==> config.mk <==
export PLATFORM = sky130hd
export DESIGN_NAME = output_layer_block
export DESIGN_NICKNAME = d
export VERILOG_FILES = /design/src/hdl/dnn_out_pkg.sv /design/src/hdl/del_cost_unit.sv /design/src/hdl/del_pingpong_mem.sv /design/src/hdl/del_readout.sv /design/src/hdl/output_layer_block.sv
export SDC_FILE = /design/constraint.sdc
export NUM_CORES = 1
export LEC_CHECK = 0
export BUFFER_PORTS_ARGS = -buffer_cell sky130_fd_sc_hd__buf_2
export CAP_MARGIN = 20
export CELL_PAD_IN_SITES_DETAIL_PLACEMENT = 1
export CELL_PAD_IN_SITES_GLOBAL_PLACEMENT = 1
export CORE_UTILIZATION = 41
export DETAILED_ROUTE_END_ITERATION = 7
export PLACE_DENSITY = 0.59
export SYNTH_ARGS = -nofsm -noshare
export SYNTH_HDL_FRONTEND = slang
export SYNTH_SLANG_ARGS = --single-unit
==> constraint.sdc <==
create_clock -name clk -period 2.9 [get_ports clk]
set_input_delay 0.435 -clock clk [delete_from_list [all_inputs] [get_ports clk]]
set_output_delay 0.435 -clock clk [all_outputs]
set_load 0.03 [all_outputs]
==> src/hdl/dnn_out_pkg.sv <==
// Output layer constants and the fixed-point word union
`default_nettype none

package dnn_out_pkg;

	// Fixed-point format, sign + integer + fraction
	localparam int WIDTH     = 16;              // Bits per word
	localparam int INT_BITS  = 5;               // Integer part
	localparam int FRAC_BITS = 10;              // Fraction part

	// Output layer geometry
	localparam int P     = 8;                   // Neurons in output layer
	localparam int Z     = 2;                   // Neurons per clock
	localparam int DEPTH = P / Z;               // Entries per del collection
	localparam int CPC   = DEPTH + 2;           // Clocks per junction period

	// Whole network, needed only for the answer delay
	localparam int L         = 3;               // Layers in network
	localparam int ANS_DELAY = CPC * (L - 1);   // Input-to-output latency in clocks

	// Collection address, at least one bit even for a single entry
	localparam int ADDR_W = (DEPTH > 1) ? $clog2(DEPTH) : 1;

	// One fixed-point word, seen either as a number or as its fields
	typedef union packed {
		logic signed [WIDTH-1:0] num;           // Two's-complement value
		struct packed {
			logic                 sign;         // MSB
			logic [INT_BITS-1:0]  int_part;     // Integer bits
			logic [FRAC_BITS-1:0] frac_part;    // Fraction bits
		} fld;
	} fix_word_u;

endpackage

`default_nettype wire

==> src/hdl/del_cost_unit.sv <==
// Answer delay line and cross-entropy del computation for the output layer
`default_nettype none
`timescale 1ns/10ps

module del_cost_unit (
	input  logic                                         clk,
	input  logic                                         rst_n_i,
	input  logic                                         act_valid_i, // One strobe per Z activations
	input  dnn_out_pkg::fix_word_u [dnn_out_pkg::Z-1:0]  act_i,       // Final activations
	input  logic [dnn_out_pkg::Z-1:0]                    ans_i,       // Ideal answers at network input time
	output logic [dnn_out_pkg::Z-1:0]                    ans_o,       // Same answers at output time
	output logic                                         del_we_o,    // Write strobe toward del memory
	output dnn_out_pkg::fix_word_u [dnn_out_pkg::Z-1:0]  del_wdata_o  // Z del words
);

	// Answers travel alongside the activations through all earlier layers
	logic [dnn_out_pkg::Z-1:0] ans_sr [dnn_out_pkg::ANS_DELAY];

	dnn_out_pkg::fix_word_u [dnn_out_pkg::Z-1:0] ideal; // 1.0 or 0.0 per answer bit
	dnn_out_pkg::fix_word_u [dnn_out_pkg::Z-1:0] diff;  // Activation minus ideal

	always_ff @(posedge clk or negedge rst_n_i) begin
		if (!rst_n_i) begin
			for (int k = 0; k < dnn_out_pkg::ANS_DELAY; k++) begin
				ans_sr[k] <= '0;
			end
		end else begin
			ans_sr[0] <= ans_i; // Shift in every clock, not only on strobes
			for (int k = 1; k < dnn_out_pkg::ANS_DELAY; k++) begin
				ans_sr[k] <= ans_sr[k-1];
			end
		end
	end

	assign ans_o = ans_sr[dnn_out_pkg::ANS_DELAY-1]; // Last stage of the line

	// Cross-entropy with softmax/sigmoid output: del is simply a - y
	always_comb begin
		for (int i = 0; i < dnn_out_pkg::Z; i++) begin
			ideal[i] = '0;
			// Answer bit 1 means integer part one, all fraction bits zero
			ideal[i].fld.int_part = dnn_out_pkg::INT_BITS'(ans_o[i]);
			diff[i].num = act_i[i].num - ideal[i].num; // Wraps on overflow
		end
	end

	// Write strobe follows the activation strobe by one clock
	always_ff @(posedge clk or negedge rst_n_i) begin
		if (!rst_n_i) begin
			del_we_o <= 1'b0;
		end else begin
			del_we_o <= act_valid_i;
		end
	end

	// Payload only loads on a strobe
	always_ff @(posedge clk) begin
		if (act_valid_i) begin
			del_wdata_o <= diff;
		end
	end

endmodule

`default_nettype wire

==> src/hdl/del_pingpong_mem.sv <==
// Two-collection ping-pong del memory with write addressing and bank swap
`default_nettype none
`timescale 1ns/10ps

module del_pingpong_mem (
	input  logic                                         clk,
	input  logic                                         rst_n_i,
	input  logic                                         del_we_i,     // Write one entry
	input  dnn_out_pkg::fix_word_u [dnn_out_pkg::Z-1:0]  del_wdata_i,  // Z del words
	input  logic                                         rd_en_i,      // Read one entry
	input  logic [dnn_out_pkg::ADDR_W-1:0]               rd_addr_i,    // Entry in read bank
	output logic                                         frame_ready_o, // Pulse, read bank holds a frame
	output dnn_out_pkg::fix_word_u [dnn_out_pkg::Z-1:0]  rd_data_o     // Registered read data
);

	localparam logic [dnn_out_pkg::ADDR_W-1:0] LAST_ADDR =
		dnn_out_pkg::ADDR_W'(dnn_out_pkg::DEPTH - 1);

	// Two collections, DEPTH entries each, Z words per entry
	dnn_out_pkg::fix_word_u [dnn_out_pkg::Z-1:0] mem [2][dnn_out_pkg::DEPTH];

	logic                              wr_bank; // Collection being filled
	logic                              rd_bank; // Collection being drained
	logic [dnn_out_pkg::ADDR_W-1:0]    wr_addr; // Next entry in write bank
	logic                              wr_last; // This write completes the frame

	assign rd_bank = ~wr_bank;                  // Reads never touch the bank being written
	assign wr_last = del_we_i && (wr_addr == LAST_ADDR);

	// Write address counter and bank pointer
	always_ff @(posedge clk or negedge rst_n_i) begin
		if (!rst_n_i) begin
			wr_addr       <= '0;
			wr_bank       <= 1'b0;
			frame_ready_o <= 1'b0;
		end else begin
			frame_ready_o <= wr_last; // One-cycle pulse after the swap
			if (wr_last) begin
				wr_addr <= '0;
				wr_bank <= ~wr_bank; // Finished frame becomes the read bank
			end else if (del_we_i) begin
				wr_addr <= wr_addr + 1'b1;
			end
		end
	end

	// Storage array, no reset
	always_ff @(posedge clk) begin
		if (del_we_i) begin
			mem[wr_bank][wr_addr] <= del_wdata_i;
		end
	end

	// One clock read latency
	always_ff @(posedge clk) begin
		if (rd_en_i) begin
			rd_data_o <= mem[rd_bank][rd_addr_i];
		end
	end

endmodule

`default_nettype wire

==> src/hdl/del_readout.sv <==
// Sequential read-out of a finished del collection toward the previous layer
`default_nettype none
`timescale 1ns/10ps

module del_readout (
	input  logic                                         clk,
	input  logic                                         rst_n_i,
	input  logic                                         frame_ready_i, // Start of a frame
	input  dnn_out_pkg::fix_word_u [dnn_out_pkg::Z-1:0]  rd_data_i,     // From del memory
	output logic                                         rd_en_o,       // Read request
	output logic [dnn_out_pkg::ADDR_W-1:0]               rd_addr_o,     // Entry to read
	output logic                                         del_valid_o,   // del_o holds a valid entry
	output dnn_out_pkg::fix_word_u [dnn_out_pkg::Z-1:0]  del_o          // Z del words to previous layer
);

	localparam logic [dnn_out_pkg::ADDR_W-1:0] LAST_ADDR =
		dnn_out_pkg::ADDR_W'(dnn_out_pkg::DEPTH - 1);

	// Address walk 0..DEPTH-1, one entry per clock
	always_ff @(posedge clk or negedge rst_n_i) begin
		if (!rst_n_i) begin
			rd_en_o   <= 1'b0;
			rd_addr_o <= '0;
		end else if (frame_ready_i) begin
			rd_en_o   <= 1'b1; // New frame restarts the walk
			rd_addr_o <= '0;
		end else if (rd_en_o) begin
			if (rd_addr_o == LAST_ADDR) begin
				rd_en_o <= 1'b0; // Frame done
			end else begin
				rd_addr_o <= rd_addr_o + 1'b1;
			end
		end
	end

	// Valid trails the read enable by the memory latency
	always_ff @(posedge clk or negedge rst_n_i) begin
		if (!rst_n_i) begin
			del_valid_o <= 1'b0;
		end else begin
			del_valid_o <= rd_en_o;
		end
	end

	assign del_o = rd_data_i; // Memory output is already registered

endmodule

`default_nettype wire

==> src/hdl/output_layer_block.sv <==
// Output layer top level: cost unit, ping-pong del memory and read-out
`default_nettype none
`timescale 1ns/10ps

module output_layer_block (
	input  logic                                         clk,
	input  logic                                         rst_n_i,
	input  logic                                         act_valid_i, // Activation strobe
	input  dnn_out_pkg::fix_word_u [dnn_out_pkg::Z-1:0]  act_i,       // From last hidden layer
	input  logic [dnn_out_pkg::Z-1:0]                    ans_i,       // Ideal outputs at input time
	output logic [dnn_out_pkg::Z-1:0]                    ans_o,       // Ideal outputs at output time
	output logic                                         del_valid_o, // del_o valid
	output dnn_out_pkg::fix_word_u [dnn_out_pkg::Z-1:0]  del_o        // To previous layer BP
);

	// Producer to buffer
	logic                                        del_we;
	dnn_out_pkg::fix_word_u [dnn_out_pkg::Z-1:0] del_wdata;

	// Buffer to consumer and back
	logic                                        frame_ready;
	logic                                        rd_en;
	logic [dnn_out_pkg::ADDR_W-1:0]              rd_addr;
	dnn_out_pkg::fix_word_u [dnn_out_pkg::Z-1:0] rd_data;

	del_cost_unit del_cost_unit_i (
		.clk         (clk),
		.rst_n_i     (rst_n_i),
		.act_valid_i (act_valid_i),
		.act_i       (act_i),
		.ans_i       (ans_i),
		.ans_o       (ans_o),
		.del_we_o    (del_we),
		.del_wdata_o (del_wdata)
	);

	del_pingpong_mem del_pingpong_mem_i (
		.clk           (clk),
		.rst_n_i       (rst_n_i),
		.del_we_i      (del_we),
		.del_wdata_i   (del_wdata),
		.rd_en_i       (rd_en),
		.rd_addr_i     (rd_addr),
		.frame_ready_o (frame_ready),
		.rd_data_o     (rd_data)
	);

	del_readout del_readout_i (
		.clk           (clk),
		.rst_n_i       (rst_n_i),
		.frame_ready_i (frame_ready),
		.rd_data_i     (rd_data),
		.rd_en_o       (rd_en),
		.rd_addr_o     (rd_addr),
		.del_valid_o   (del_valid_o),
		.del_o         (del_o)
	);

endmodule

`default_nettype wire

* Word-level counts from Yosys, hierarchy flattened *
Memories as Yosys holds them, arrays and structs flattened.
Index checks and enable logic that the tools add are counted.

operators by class
  $add $sub $neg = 4
  order comparisons = 3
  equality and inequality tests = 3
  mux-type cells = 15
  bitwise operators = 3
  reductions and logical operators = 5

operator list
  operator               number
  $mux W128              1
  $mux W32               3
  $bmux W32 S2           1
  $demux W32 S2          1
  $sub A16 B12 Y16       2
  $mux W2                5
  $ge A3 B3 Y1 const B   2
  $not A2 Y3             2
  $add A2 B1 Y2 const B  2
  $eq A2 B2 Y1 const B   2
  $mux W1                4
  $reduce_bool A2 Y1     2
  $lt A3 B1 Y1 const B   1
  $logic_and A1 B1 Y1    2
  $ne A2 B2 Y1 const B   1
  $reduce_and A2 Y1      1
  $not A1 Y1             1

word-level totals
  register bits = 97
  memory bits (writable) = 256
  input port bits = 37
  output and inout port bits = 35
  logic and storage cells = 57
  memories = 1

memories
  name                    depth  bits a word  rd ports  clocked after memory_dff  write ports  RTL line                source
  del_pingpong_mem_i.mem  2      128          1         0                         1            del_pingpong_mem.sv:20  dnn_out_pkg::fix_word_u [dnn_out_pkg::Z-1:0] mem [2][dnn_out_pkg::DEPTH];

* Logic depth before layout (Yosys ltp) *
  word-level depth = 6
  depth in mapped cells = 5
  depth with buffers taken out = 5

* Cells and area by module *
A second synthesis with hierarchy kept.

unflattened totals
  cell total of the unflattened synthesis = 565
  area, all modules = 13,326.5 um2

by module, submodules not included
  module            instances  cells each  area an instance (um2)  sequential area each (um2)
  del_pingpong_mem  1          429         11,101.9                8,748.4
  del_cost_unit     1          91          1,804.2                 1,586.5
  del_readout       1          45          420.4                   100.1

* Worst setup path before layout *
No wires, ideal clock.

  path type = reg-to-reg
  start = register del_pingpong_mem_i.wr_bank
  end = memory del_pingpong_mem_i.mem[0][0] (netlist bit), enable pin
  setup time = 0.421 ns
  arrival time = 2.039 ns
  setup slack = 0.440 ns
  cell stages (with the launch flop) = 4
  buffers on the path = 2
  clock period less this slack = 2.460 ns
  cells stage by stage = dfrtp_1 buf_6 buf_4 nor2_1

RTL lines
  what                    RTL line                source
  start, declared         del_pingpong_mem.sv:22  logic wr_bank;
  start signal, assigned  del_pingpong_mem.sv:40  wr_bank <= ~wr_bank;
  end, declared           del_pingpong_mem.sv:20

Straight into the memory's write port.

* Worst setup path after layout *
  start = register del_pingpong_mem_i.wr_bank
  end = register del_pingpong_mem_i.rd_data_o[12] (netlist bit), data pin

on the way
  word-level cells in the longest chain between the ends = 5

RTL lines
  what                                          RTL line                source
  $not A1 Y1                                    del_pingpong_mem.sv:27  assign rd_bank = ~wr_bank;
  $mem_v2 Z2 W128                               -
  $bmux W32 S2                                  del_pingpong_mem.sv:57  rd_data_o <= mem[rd_bank][rd_addr_i];
  $mux W32 (not written as such) (2 in series)  del_pingpong_mem.sv:57
  end signal, assigned                          del_pingpong_mem.sv:57
  end, declared                                 del_pingpong_mem.sv:13  output dnn_out_pkg::fix_word_u [dnn_out_pkg::Z-1:0] rd_data_o

No other way between the ends. The select of a mux whose other input is x is not followed.
A chain may end at the register's enable or synchronous reset.

==> impl_metrics.tcl <==
set metrics [dict create \
    status "finished with violations" \
    violations "negative hold slack" \
    insertion_delay_ns 0.52 \
    ys.flop_type "edfxtp_1" \
    syn-cell-area_um2 13000 \
    power_leakage_nw 5.34 \
    routedWlPerCell_um 23.2 \
    crit_chain "buf_4, mux4_1, mux2_2" \
    drt-initial-drc-count 345 \
    hpwlAfterDp_mm 13.7 \
    vias_per_cell 5.13 \
    endpoint_kind "flip-flop" \
    arrival_ns 2.64 \
    cap_violations 0 \
    syn_avg_cell_area_um2 24.5 \
    nFillCells 2717 \
    synth-xor-area-share 0.00672 \
    fin_crit_ns 2.38 \
    gp_congestion 0.670 \
    syn_to_final_growth_pct 16.9 \
    postCtsHoldBufs 0 \
    yosysWarnings 0 \
    placed_cells 991 \
    ys_ff_latch 353 \
    synth.top_cell.area_share 0.738 \
    finalSetupViolations 0 \
    clock_sinks 353 \
    tns_ns 0 \
    synthMuxAreaShare 0.155 \
    ios 72 \
    die_w_um 180 \
    synth-simple-area-share 0.0105 \
    grt_use_total 0.157 \
    worstSetupPathType "flip-flop to flip-flop" \
    drive_above_1_share 0.300 \
    cts_tree "done" \
    vdd_drop_max_mv 0.457 \
    max_freq_mhz 420 \
    core_um2 30900 \
    antenna_left 0 \
    period_share 0.821 \
    drc 0 \
    cts_max_level 2 \
    synth_edf_count 320 \
    die-area_um2 32500 \
    synthCells 531 \
    worst_pin_slew_ns 0.884 \
    synthArstFlopShare 0.0935 \
    antenna_cells 0 \
    drv_slew 0 \
    synth_compound_area_frac 0.000768 \
    drtPass1Iterations 4 \
    max_stage_delay_ns 0.90 \
    r2r_setup_slack_ns 0.52 \
    cts.clk_slew.worst_paths_ns 0.06 \
    synth_largest_area_cell "edfxtp_1" \
    crit_buf_inv 1 \
    skew_ns 0.0104 \
    finalNonFillerCells 1062 \
    netlist_top_cells_area "edfxtp_1 (74%), mux4_1 (11%), dfrtp_1 (6.3%)" \
    cts_root_buffer "clkbuf_16" \
    start_util 0.421 \
    slew_headroom 0.411 \
    crit_family "flip-flops" \
    synth_nets 577 \
    grt_max_degree 67 \
    hold_slack_ns -0.00578 \
    hold_path_class "input pin to async pin" \
    wl_mm 24.7 \
    path_max_fanout 41 \
    synth_top_family_by_area "multiplexers" \
    portBuffers 71 \
    rows 64 \
    synthAdderAreaFrac 0.00865 \
    grt_overflow 0 \
    nNetsFinal 682 \
    critPathRequiredTime_ns 3.16 \
    grt_pass1_vias 6224 \
    start_kind "flip-flop" \
    post_cts_buffers 0 \
    rsz0062_at_grt "no" \
    cts_max_path_buffers 3 \
    rr_startpoint "del_pingpong_mem_i.wr_bank$_DFFE_PN0P_" \
    vias 5452 \
    reg2reg_to "del_pingpong_mem_i.rd_data_o[12]$_DFFE_PP_" \
    cts_buffers 39 \
    die_height_um 180 \
    yosysUniqueCellTypes 26 \
    grt_first_pass_wirelength_mm 37.6 \
    slowest_stage "dfrtp_4" \
    hold_viol 9 \
    reg2regPathDepth 3 \
    antenna_found_initial 0 \
    cts-resized-gates 0 \
    p_per_area_nw_per_um2 1000 \
    ys_seq_area_frac 0.801 \
]
placed cells by master, fill, tap and decap left out, types with 2 or more instances in the layout:
cell type / count
nor2b_1: 2
clkbuf_16: 44
dfrtp_2: 3
bufinv_16: 2
mux2_2: 32
xor2_1: 5
clkinv_1: 7
xnor2_1: 5
edfxtp_1: 320
mux4_1: 55
buf_12: 9
buf_4: 6
mux4_2: 9
clkinvlp_4: 2
clkinv_2: 9
nand2_1: 5
o21ai_0: 2
and2_2: 3
buf_2: 71
clkbuf_1: 4
dfrtp_1: 29
ha_1: 9
nor2_1: 7
and3_2: 4
inv_1: 11
cells by family (layout without fill, tap and decap cells):
logic type	count (synthesis)	after routing
DFF	353	353
adders and majority gates	9	9
AOI/OAI and AO/OA	2	2
muxes	97	97
xor gates and xnor gates	10	10
buffers and inverters	33	168
and+or+nand+nor	27	27
stage by stage:
stage               power, W  hold WS (ns)  setup slack (ns)  utilization  instance area, um^2
detailed placement    0.0106         0.336             0.472        0.451                13900
global placement      0.0105         0.333             0.520        0.451                13900
finish                0.0153      -0.00578             0.519        0.493                15200
global route          0.0159       0.00592             0.394        0.493                15200
floorplan            0.00952         0.139             0.440            -                13000
CTS                   0.0155    0.00000350             0.457        0.493                15200
synthesized netlist by cell type, drive strengths merged, types with 2 or more instances:
cell type,count
clkbuf,2
and2,3
nand2,5
inv,11
xnor2,5
edfxtp,320
o21ai,2
nor2b,2
xor2,5
mux2,32
buf,20
dfrtp,33
mux4,64
nor2,8
and3,4
ha,9
power breakdown:
group | switching, W | internal (W) | leakage (nW)
Clock | 0.00191 | 0.00294 | 0.637
Combinational | 0.00178 | 0.00151 | 1.37
Sequential | 0.000505 | 0.00661 | 3.33
how the worst max path moves through the flow:
| stage | start | endpoint | slack, ns | cells after the start |
|---|---|---|---|---|
| after floorplan | del_pingpong_mem_i.wr_bank$_DFFE_PN0P_ | del_pingpong_mem_i.mem[0][0]$_DFFE_PP_ | 0.44 | 3 |
| after global placement | del_pingpong_mem_i.wr_bank$_DFFE_PN0P_ | del_pingpong_mem_i.rd_data_o[17]$_DFFE_PP_ | 0.52 | 3 |
| after detailed placement | del_pingpong_mem_i.wr_bank$_DFFE_PN0P_ | del_pingpong_mem_i.rd_data_o[12]$_DFFE_PP_ | 0.47 | 3 |
| after CTS | del_pingpong_mem_i.wr_bank$_DFFE_PN0P_ | del_pingpong_mem_i.rd_data_o[12]$_DFFE_PP_ | 0.46 | 3 |
| after global routing | del_pingpong_mem_i.wr_bank$_DFFE_PN0P_ | del_pingpong_mem_i.rd_data_o[12]$_DFFE_PP_ | 0.39 | 3 |
| final | del_pingpong_mem_i.wr_bank$_DFFE_PN0P_ | del_pingpong_mem_i.rd_data_o[12]$_DFFE_PP_ | 0.52 | 3 |
registers in the layout, indices dropped and copies added (netlist names):
name and flops:
del_readout_i.rd_en_o 1, del_cost_unit_i.del_wdata_o 32, del_pingpong_mem_i.mem 256, del_pingpong_mem_i.frame_ready_o 1, del_cost_unit_i.ans_o 2, del_pingpong_mem_i.wr_addr 2, del_pingpong_mem_i.rd_data_o 32, del_readout_i.del_valid_o 1
del_pingpong_mem_i.wr_bank 1, del_cost_unit_i.del_we_o 1, del_cost_unit_i.ans_sr 22, del_readout_i.rd_addr_o 2
worst register-to-register path, cell delays in order, from the launching register on:
cell	delay, ns
dfrtp_4	0.90
buf_4	0.37
mux4_1	0.58
mux2_2	0.28
per-layer routing:
metal | wire length [um] | share of wire | global-route usage
met5 | 0 | 0 | 0
met4 | 471 | 0.019 | 0.0485
met3 | 916 | 0.037 | 0.0295
met2 | 13100 | 0.53 | 0.285
met1 | 10200 | 0.41 | 0.189
layout make-up:
type	instances	area (um^2)	share of cell area
multi-input combinational	145	2380	0.156
tap	396	495	0.0325
inverter	11	41.3	0.00271
clock buffer	49	1130	0.0742
timing repair buffer	86	581	0.0381
sequential	353	10400	0.686
clock inverter	22	161	0.0106
Power figures use the tool's default switching activity.
